## src/hdl/nic_pkg.sv

```systemverilog
package nic_pkg;

//****************************************
// pcs register map
//****************************************
localparam int REG_ADDR_W = 5;                                   // pcs reg address bits
localparam int REG_DATA_W = 16;                                  // pcs reg word

localparam logic [REG_ADDR_W-1:0] PCS_CONTROL = 5'd0;            // control reg
localparam logic [REG_ADDR_W-1:0] PCS_STATUS  = 5'd1;            // status reg
localparam logic [REG_ADDR_W-1:0] PCS_IF_MODE = 5'd20;           // if_mode reg

localparam logic [REG_DATA_W-1:0] SGMII_IF_MODE_VAL = 16'h0003;  // bit0 sgmii_ena, bit1 sgmii an

//****************************************
// register word layouts
//****************************************
typedef struct packed {
	logic       reset;        // bit 15, self clearing
	logic       loopback;     // bit 14
	logic       rsvd_13;
	logic       an_enable;    // bit 12
	logic [1:0] rsvd_11_10;
	logic       restart_an;   // bit 9
	logic [8:0] rsvd_8_0;
} pcs_ctrl_t;

typedef struct packed {
	logic [9:0] rsvd_15_6;
	logic       an_complete;  // bit 5
	logic [1:0] rsvd_4_3;
	logic       link_status;  // bit 2
	logic [1:0] rsvd_1_0;
} pcs_status_t;

// same word, control view on writes and status view on reads
typedef union packed {
	pcs_ctrl_t   ctrl;
	pcs_status_t status;
} pcs_reg_u;

//****************************************
// bus and stream beats
//****************************************
typedef struct packed {
	logic                  cyc;   // bus cycle
	logic                  stb;   // strobe
	logic                  we;    // 1 write, 0 read
	logic [REG_ADDR_W-1:0] adr;   // reg address
	pcs_reg_u              dat;   // write data
} wb_req_t;

typedef struct packed {
	logic     ack;                // slave done
	pcs_reg_u dat;                // read data, valid with ack
} wb_rsp_t;

typedef struct packed {
	logic       en;               // tx enable
	logic       er;               // tx error
	logic [7:0] d;                // tx byte
} gmii_t;

typedef enum logic [2:0] {
	BS_RESET   = 3'd0,
	BS_CONFIG  = 3'd1,
	BS_LINKED  = 3'd2,
	BS_RUNNING = 3'd3
} board_state_e;

endpackage

```

## src/hdl/link_status.sv

```systemverilog
module link_status import nic_pkg::*; #(
	parameter int N_PORTS       = 4,     // lanes feeding this block
	parameter int PHY_RST_DELAY = 32     // cycles from all-linked to release
) (
	input  logic               FPGA_SYS_CLK,      // 125mhz
	input  logic               FPGA_SYS_RST_N,    // sync, active low
	input  logic [N_PORTS-1:0] i_link_up,         // lane link flags
	output logic [N_PORTS-1:0] o_led,             // registered link leds
	output logic               o_phy_rst_n,       // external phy reset
	output board_state_e       o_board_state      // for debug leds
);

localparam int               CNT_W = $clog2(PHY_RST_DELAY + 1);
localparam logic [CNT_W-1:0] LAST  = CNT_W'(PHY_RST_DELAY - 1);   // last wait cycle

logic             all_up;       // every port linked
logic [CNT_W-1:0] cnt;          // phy reset delay
logic             release_nx;   // phy reset high after this edge

assign all_up     = &i_link_up;
assign release_nx = o_phy_rst_n || (all_up && (cnt == LAST));

//****************************************
// leds
//****************************************
always_ff @(posedge FPGA_SYS_CLK) begin
	if (!FPGA_SYS_RST_N) begin
		o_led <= '0;
	end else begin
		o_led <= i_link_up;              // one cycle behind the lanes
	end
end

//****************************************
// phy reset sequencing
//****************************************
always_ff @(posedge FPGA_SYS_CLK) begin
	if (!FPGA_SYS_RST_N) begin
		cnt         <= '0;
		o_phy_rst_n <= 1'b0;
	end else begin
		if (!all_up || o_phy_rst_n) begin
			cnt <= '0;                   // restart on any drop
		end else begin
			cnt <= cnt + 1'b1;
		end
		o_phy_rst_n <= release_nx;       // sticky until reset
	end
end

// board state follows the same edge as the phy reset
always_ff @(posedge FPGA_SYS_CLK) begin
	if (!FPGA_SYS_RST_N) begin
		o_board_state <= BS_RESET;
	end else if (release_nx) begin
		o_board_state <= BS_RUNNING;
	end else if (all_up) begin
		o_board_state <= BS_LINKED;      // delay counter running
	end else begin
		o_board_state <= BS_CONFIG;      // lanes still training
	end
end

endmodule

```

## src/hdl/reset_holdoff.sv

```systemverilog
module reset_holdoff #(
	parameter int HOLDOFF_CYCLES = 16          // wait after reset release
) (
	input  logic FPGA_SYS_CLK,                 // 125mhz
	input  logic FPGA_SYS_RST_N,               // sync, active low
	output logic o_start                       // single pulse to the lanes
);

localparam int              CNT_W = $clog2(HOLDOFF_CYCLES + 2);
localparam logic [CNT_W-1:0] LAST = CNT_W'(HOLDOFF_CYCLES + 1);   // pulse point

logic [CNT_W-1:0] cnt;    // cycles since release
logic             done;   // pulse already issued

// stands in for pll lock, counts once per reset
always_ff @(posedge FPGA_SYS_CLK) begin
	if (!FPGA_SYS_RST_N) begin
		cnt     <= '0;
		done    <= 1'b0;
		o_start <= 1'b0;
	end else begin
		if (cnt != LAST) begin
			cnt <= cnt + 1'b1;             // saturates at LAST
		end
		o_start <= (cnt == LAST) && !done; // one cycle only
		if (cnt == LAST) begin
			done <= 1'b1;                  // quiet until next reset
		end
	end
end

endmodule

```

## src/hdl/sgmii_port.sv

```systemverilog
module sgmii_port import nic_pkg::*; (
	input  logic    FPGA_SYS_CLK,     // 125mhz
	input  logic    FPGA_SYS_RST_N,   // sync, active low
	input  logic    i_start,          // hold-off pulse
	// pcs register port
	output wb_req_t o_pcs_wb,         // wishbone classic master
	input  wb_rsp_t i_pcs_wb,
	// gmii transmit
	input  gmii_t   i_gmii_tx,        // from switch core
	output gmii_t   o_gmii_tx,        // to pcs
	output logic    o_link_up         // link and an both good
);

//****************************************
// configuration fsm
//****************************************
typedef enum logic [1:0] {
	S_IDLE    = 2'd0,   // wait for start
	S_WR_MODE = 2'd1,   // write if_mode
	S_WR_CTRL = 2'd2,   // enable + restart an
	S_RD_STAT = 2'd3    // poll status
} lane_state_e;

lane_state_e state;
pcs_status_t rd_stat;    // read word seen as status
logic        bus_done;   // ack on an open cycle

assign rd_stat  = i_pcs_wb.dat.status;
assign bus_done = o_pcs_wb.cyc && i_pcs_wb.ack;

// request word for each access state
function automatic wb_req_t build_req(input lane_state_e s);
	wb_req_t   r;
	pcs_ctrl_t ctrl;
	r               = '0;
	ctrl            = '0;
	ctrl.an_enable  = 1'b1;
	ctrl.restart_an = 1'b1;    // self clearing in the pcs
	r.cyc           = 1'b1;
	r.stb           = 1'b1;
	case (s)
		S_WR_MODE: begin
			r.we  = 1'b1;
			r.adr = PCS_IF_MODE;
			r.dat = SGMII_IF_MODE_VAL;   // raw word, not a control layout
		end
		S_WR_CTRL: begin
			r.we       = 1'b1;
			r.adr      = PCS_CONTROL;
			r.dat.ctrl = ctrl;
		end
		default: begin
			r.we  = 1'b0;                // status read, dat unused
			r.adr = PCS_STATUS;
		end
	endcase
	return r;
endfunction

always_ff @(posedge FPGA_SYS_CLK) begin
	if (!FPGA_SYS_RST_N) begin
		state     <= S_IDLE;
		o_pcs_wb  <= '0;
		o_link_up <= 1'b0;
	end else if (state == S_IDLE) begin
		if (i_start) begin
			state    <= S_WR_MODE;
			o_pcs_wb <= build_req(S_WR_MODE);   // first request next cycle
		end
	end else if (bus_done) begin
		o_pcs_wb.cyc <= 1'b0;                   // one idle cycle between accesses
		o_pcs_wb.stb <= 1'b0;
		case (state)
			S_WR_MODE: begin
				state <= S_WR_CTRL;
			end
			S_WR_CTRL: begin
				state <= S_RD_STAT;
			end
			S_RD_STAT: begin
				if (!rd_stat.link_status) begin
					o_link_up <= 1'b0;
					if (o_link_up) begin
						state <= S_WR_CTRL;     // link lost, restart an
					end
				end else if (rd_stat.an_complete) begin
					o_link_up <= 1'b1;          // link + an done
				end
			end
			default: begin
				state <= S_IDLE;
			end
		endcase
	end else if (!o_pcs_wb.cyc) begin
		o_pcs_wb <= build_req(state);           // open next access
	end
end

//****************************************
// gmii transmit gate
//****************************************
// core stream passes only on a live link, idle line otherwise
always_ff @(posedge FPGA_SYS_CLK) begin
	if (!FPGA_SYS_RST_N) begin
		o_gmii_tx <= '0;
	end else if (o_link_up) begin
		o_gmii_tx <= i_gmii_tx;                 // one cycle delay
	end else begin
		o_gmii_tx <= '0;                        // en/er low, data zero
	end
end

endmodule

```

## src/hdl/tsn_nic_top.sv

```systemverilog
module tsn_nic_top import nic_pkg::*; #(
	parameter int N_PORTS        = 4,    // sgmii ports on the card
	parameter int HOLDOFF_CYCLES = 16,   // start-up wait after reset
	parameter int PHY_RST_DELAY  = 32    // all-linked to phy reset release
) (
	input  logic                FPGA_SYS_CLK,             // 125mhz
	input  logic                FPGA_SYS_RST_N,           // sync, active low
	// switch core transmit side
	input  gmii_t               i_gmii_tx [N_PORTS],      // core gmii per port
	output gmii_t               o_gmii_tx [N_PORTS],      // gated gmii to pcs
	// pcs register blocks
	output wb_req_t             o_pcs_wb  [N_PORTS],      // one wishbone master per port
	input  wb_rsp_t             i_pcs_wb  [N_PORTS],
	// board
	output logic                o_phy_rst_n,              // external phy reset
	output logic [N_PORTS-1:0]  o_led,                    // per port link leds
	output logic [4:0]          o_debug_led               // state + device id
);

localparam logic [1:0] DEVICE_ID = 2'b01;   // fixed board id pattern

logic               start;         // hold-off pulse to lanes
logic [N_PORTS-1:0] link_up;       // lane link flags
board_state_e       board_state;

//****************************************
// start-up hold-off
//****************************************
reset_holdoff #(
	.HOLDOFF_CYCLES (HOLDOFF_CYCLES)
) u_holdoff (
	.FPGA_SYS_CLK   (FPGA_SYS_CLK),
	.FPGA_SYS_RST_N (FPGA_SYS_RST_N),
	.o_start        (start)
);

//****************************************
// port lanes
//****************************************
for (genvar g = 0; g < N_PORTS; g++) begin : g_port
	sgmii_port u_port (
		.FPGA_SYS_CLK   (FPGA_SYS_CLK),
		.FPGA_SYS_RST_N (FPGA_SYS_RST_N),
		.i_start        (start),
		.o_pcs_wb       (o_pcs_wb[g]),    // to pcs reg block g
		.i_pcs_wb       (i_pcs_wb[g]),
		.i_gmii_tx      (i_gmii_tx[g]),   // core stream
		.o_gmii_tx      (o_gmii_tx[g]),
		.o_link_up      (link_up[g])
	);
end

//****************************************
// status, leds and phy reset
//****************************************
link_status #(
	.N_PORTS       (N_PORTS),
	.PHY_RST_DELAY (PHY_RST_DELAY)
) u_status (
	.FPGA_SYS_CLK   (FPGA_SYS_CLK),
	.FPGA_SYS_RST_N (FPGA_SYS_RST_N),
	.i_link_up      (link_up),
	.o_led          (o_led),
	.o_phy_rst_n    (o_phy_rst_n),
	.o_board_state  (board_state)
);

// debug leds: state on top, id on bottom
assign o_debug_led = {board_state, DEVICE_ID};

endmodule

```

## config.mk

```make
export PLATFORM = sky130hd
export DESIGN_NAME = tsn_nic_top
export DESIGN_NICKNAME = d
export VERILOG_FILES = /design/src/hdl/nic_pkg.sv /design/src/hdl/link_status.sv /design/src/hdl/reset_holdoff.sv /design/src/hdl/sgmii_port.sv /design/src/hdl/tsn_nic_top.sv
export SDC_FILE = /design/constraint.sdc
export NUM_CORES = 1
export LEC_CHECK = 0
export BUFFER_PORTS_ARGS = -buffer_cell sky130_fd_sc_hd__buf_4
export CAP_MARGIN = 20
export CORE_UTILIZATION = 40
export DETAILED_ROUTE_END_ITERATION = 16
export GPL_ROUTABILITY_DRIVEN = 0
export HOLD_SLACK_MARGIN = 0.02
export PLACE_DENSITY = 0.76
export SLEW_MARGIN = 20
export SYNTH_ARGS = -nofsm -noshare
export SYNTH_HDL_FRONTEND = slang
export SYNTH_SLANG_ARGS = --single-unit
```

## constraint.sdc

```tcl
create_clock -name FPGA_SYS_CLK -period 1.46 [get_ports FPGA_SYS_CLK]
set_input_delay 0.219 -clock FPGA_SYS_CLK [delete_from_list [all_inputs] [get_ports FPGA_SYS_CLK]]
set_output_delay 0.219 -clock FPGA_SYS_CLK [all_outputs]
set_load 0.005 [all_outputs]
```

==> flow_summary.yaml <==
cts:
  hold_buffers: 0
  tritoncts: "done"
  clockBufferDepth: 2
  path_clk_slew_ps: 100
  root_buffer: "clkbuf_8"
  clock_latency_ps: 360
  cts_buffers: 9
  cts.repair.resized: 0
  post_cts_buffers: 0
  clock_sink_count: 96
  htree_levels: 3
synthesis:
  synth_most_common_cell: "dfxtp_1"
  synth_ff_type: "dfxtp_1"
  synth.top_cell.area_share: 0.480
  synth_top_family_by_area: "simple AND/OR/NAND/NOR gates"
  synth_seq_cells: 96
  ys_top_cells_by_area: "dfxtp_1, buf_4, and3_1"
  synth_edf_count: 0
  yosys_warnings: 0
  syn_inst: 427
  seq_area_frac_synth: 0.480
  synth.largest_area_cell: "dfxtp_1"
  yosysUniqueCellTypes: 48
  synthAdderAreaFrac: 0.00937
  synth_compound_area_frac: 0.117
  synthesis.area_um2: 4010
  synthXorXnorAreaFrac: 0.0153
  syn_avg_cell_area_um2: 9.38
  synth_commonest_cells: "dfxtp_1, buf_4, and3_1, nor2_1, inv_1"
  synth-async-reset-ratio: 0
  synthMuxAreaShare: 0
  synthSimpleGateAreaFrac: 0.194
grt:
  grt_pass1_wl_um: 12600
  track_usage: 0.156
  grt_max_degree: 41
  grt_antenna_before_repair: 0
  grt_pass1_vias: 2727
  globalRoute.totalOverflow: 0
cells_and_area:
  syn_to_final_growth_pct: 26.2
  nFillCells: 926
  antennaDiodeCount: 0
  fin_util: 0.520
  layout.cells.non_filler: 685
  drive_above_1_share: 0.310
  nets: 660
floorplanning:
  io_pins: 256
  start_util: 0.412
  dieArea_um2: 10400
  core_um2: 9730
  die_x_um: 102
  core.rowCount: 36
  die_h_um: 102
power_and_ir_drop:
  internal-power_uw: 3550
  power_frac_seq: 0.570
  combPwrFrac: 0.048
  p_per_area_nw_per_um2: 913
  fin_total_pwr_uw: 4620
  clkPwrFrac: 0.382
  p_leak_uw: 0.00256
  p_switching_uw: 1070
  swShare: 0.231
  vdd_drop_max_v: 0.000351
run:
  cap_viol_max_count: 0
outcome:
  outcome: "completed"
detailed_routing:
  postRouteAntennaNets: 0
  first_pass_iters: 4
  routed_wl_um: 8560
  drt-initial-drc-count: 99
  drc: 0
  vias: 3142
  wl_per_cell_um: 12.5
  via_per_inst: 4.59
placement:
  hpwlAfterDp_um: 6440
  port_buffers: 140
  dp.cells: 669
  pre_cts_ws_ps: 192
timing:
  timing.final.crit_share: 0.878
  fin_tns_setup_ps: 0
  setup_viol: 0
  slew_viol_final: 0
  hold_viol_final: 0
  fin_skew_ps: 13.7
  rsz0062_at_grt: "no"
  period_needed_ps: 1280
  fin_ws_ps: 177
  fmaxAchievable_ghz: 0.780
setup_path:
  worstPathRequired_ps: 1760
  cp-start-kind: "register"
  worstSetupPathType: "register to register"
  end_kind: "register"
  cp.arrival_ps: 1590
  critPathMaxFanout: 3
worst_hold_path:
  min_path_type: "primary input to register"
==> worst paths after layout <==
| path | start | endpoint | cells past startpoint | slack [ps] |
|---|---|---|---|---|
| max | g_port[0].u_port.o_link_up | u_status.o_phy_rst_n | 3 | 180 |
| min | i_gmii_tx[1] | g_port[3].u_port.o_gmii_tx[1] | 2 | 90 |
| max reg2reg | g_port[0].u_port.o_link_up | u_status.o_phy_rst_n | 3 | 180 |
| min reg2reg | u_holdoff.done | u_holdoff.o_start | 1 | 440 |
==> worst max-delay path: stages, from the launching register on <==
cell     delay, ps
dfxtp_1        390
nand4_2        170
or4_4          540
a21oi_2        130
==> sequential cells by signal (all words and copies together), names as in the netlist <==
name / count
g_port.u_port.o_gmii_tx: 40
g_port.u_port.o_pcs_wb: 24
g_port.u_port.state: 8
u_status.cnt: 6
u_holdoff.cnt: 5
g_port.u_port.o_link_up: 4
u_status.o_led: 4
u_status.o_board_state: 2
u_holdoff.done: 1
u_holdoff.o_start: 1
u_status.o_phy_rst_n: 1
==> metrics by stage <==
stage               cell area (µm²)  hold WS (ps)
detailed placement             4860           423
global placement               4860           408
floorplan                      4220           354
finish                         5060          92.8
CTS                            5060          71.4
global route                   5060          60.4
==> cells by family after synthesis <==
family,after synthesis
and+or+nand+nor,134
buffers and inverters,116
DFF,96
AOI/OAI and AO/OA,69
xor gates and xnor gates,7
adders and majority gates,3
other,2
==> layer usage <==
metal  wire length, µm  GRT usage  vias to the layer above
met5                 0          0                        -
met4                91     0.0560                        0
met3               771     0.0417                        9
met2              4180      0.284                      142
met1              3520      0.174                     1436
li1                  -          -                     1555
==> cell type report <==
| type | instances | area [µm²] | share of cell area |
|---|---|---|---|
| Sequential cell | 96 | 1920 | 0.380 |
| Multi-Input combinational cell | 272 | 1570 | 0.310 |
| Timing Repair Buffer | 149 | 1130 | 0.224 |
| Tap cell | 133 | 166 | 0.0329 |
| Clock buffer | 9 | 124 | 0.0245 |
| Clock inverter | 7 | 76.3 | 0.0151 |
| Inverter | 19 | 71.3 | 0.0141 |
==> power groups by stage <==
stage / Clock [µW] / Combinational, µW / Sequential [µW]
floorplan: 0 / 197 / 2690
global placement: 0 / 218 / 2690
detailed placement: 0 / 220 / 2690
CTS: 1820 / 221 / 2630
global route: 1950 / 251 / 2640
finish: 1760 / 222 / 2630
==> placed cells by master (no fill, tap or decap), types with 5 or more instances in the layout <==
master    synthesis  layout
nand2b_1         13      13
clkbuf_8          0       9
nor2b_1          10      10
conb_1            2      59
nor3_1            8       8
a21oi_1          16      16
and3_1           44      44
a311oi_1          6       6
xor2_1            5       5
nand2_1           7       7
o211a_1           5       5
o21ai_0          11      11
dfxtp_1          96      96
and2_1            8       8
nor2_1           23      23
nand3_1           7       7
buf_4            75     148
inv_1            19      19
Power figures use the tool's default switching activity.
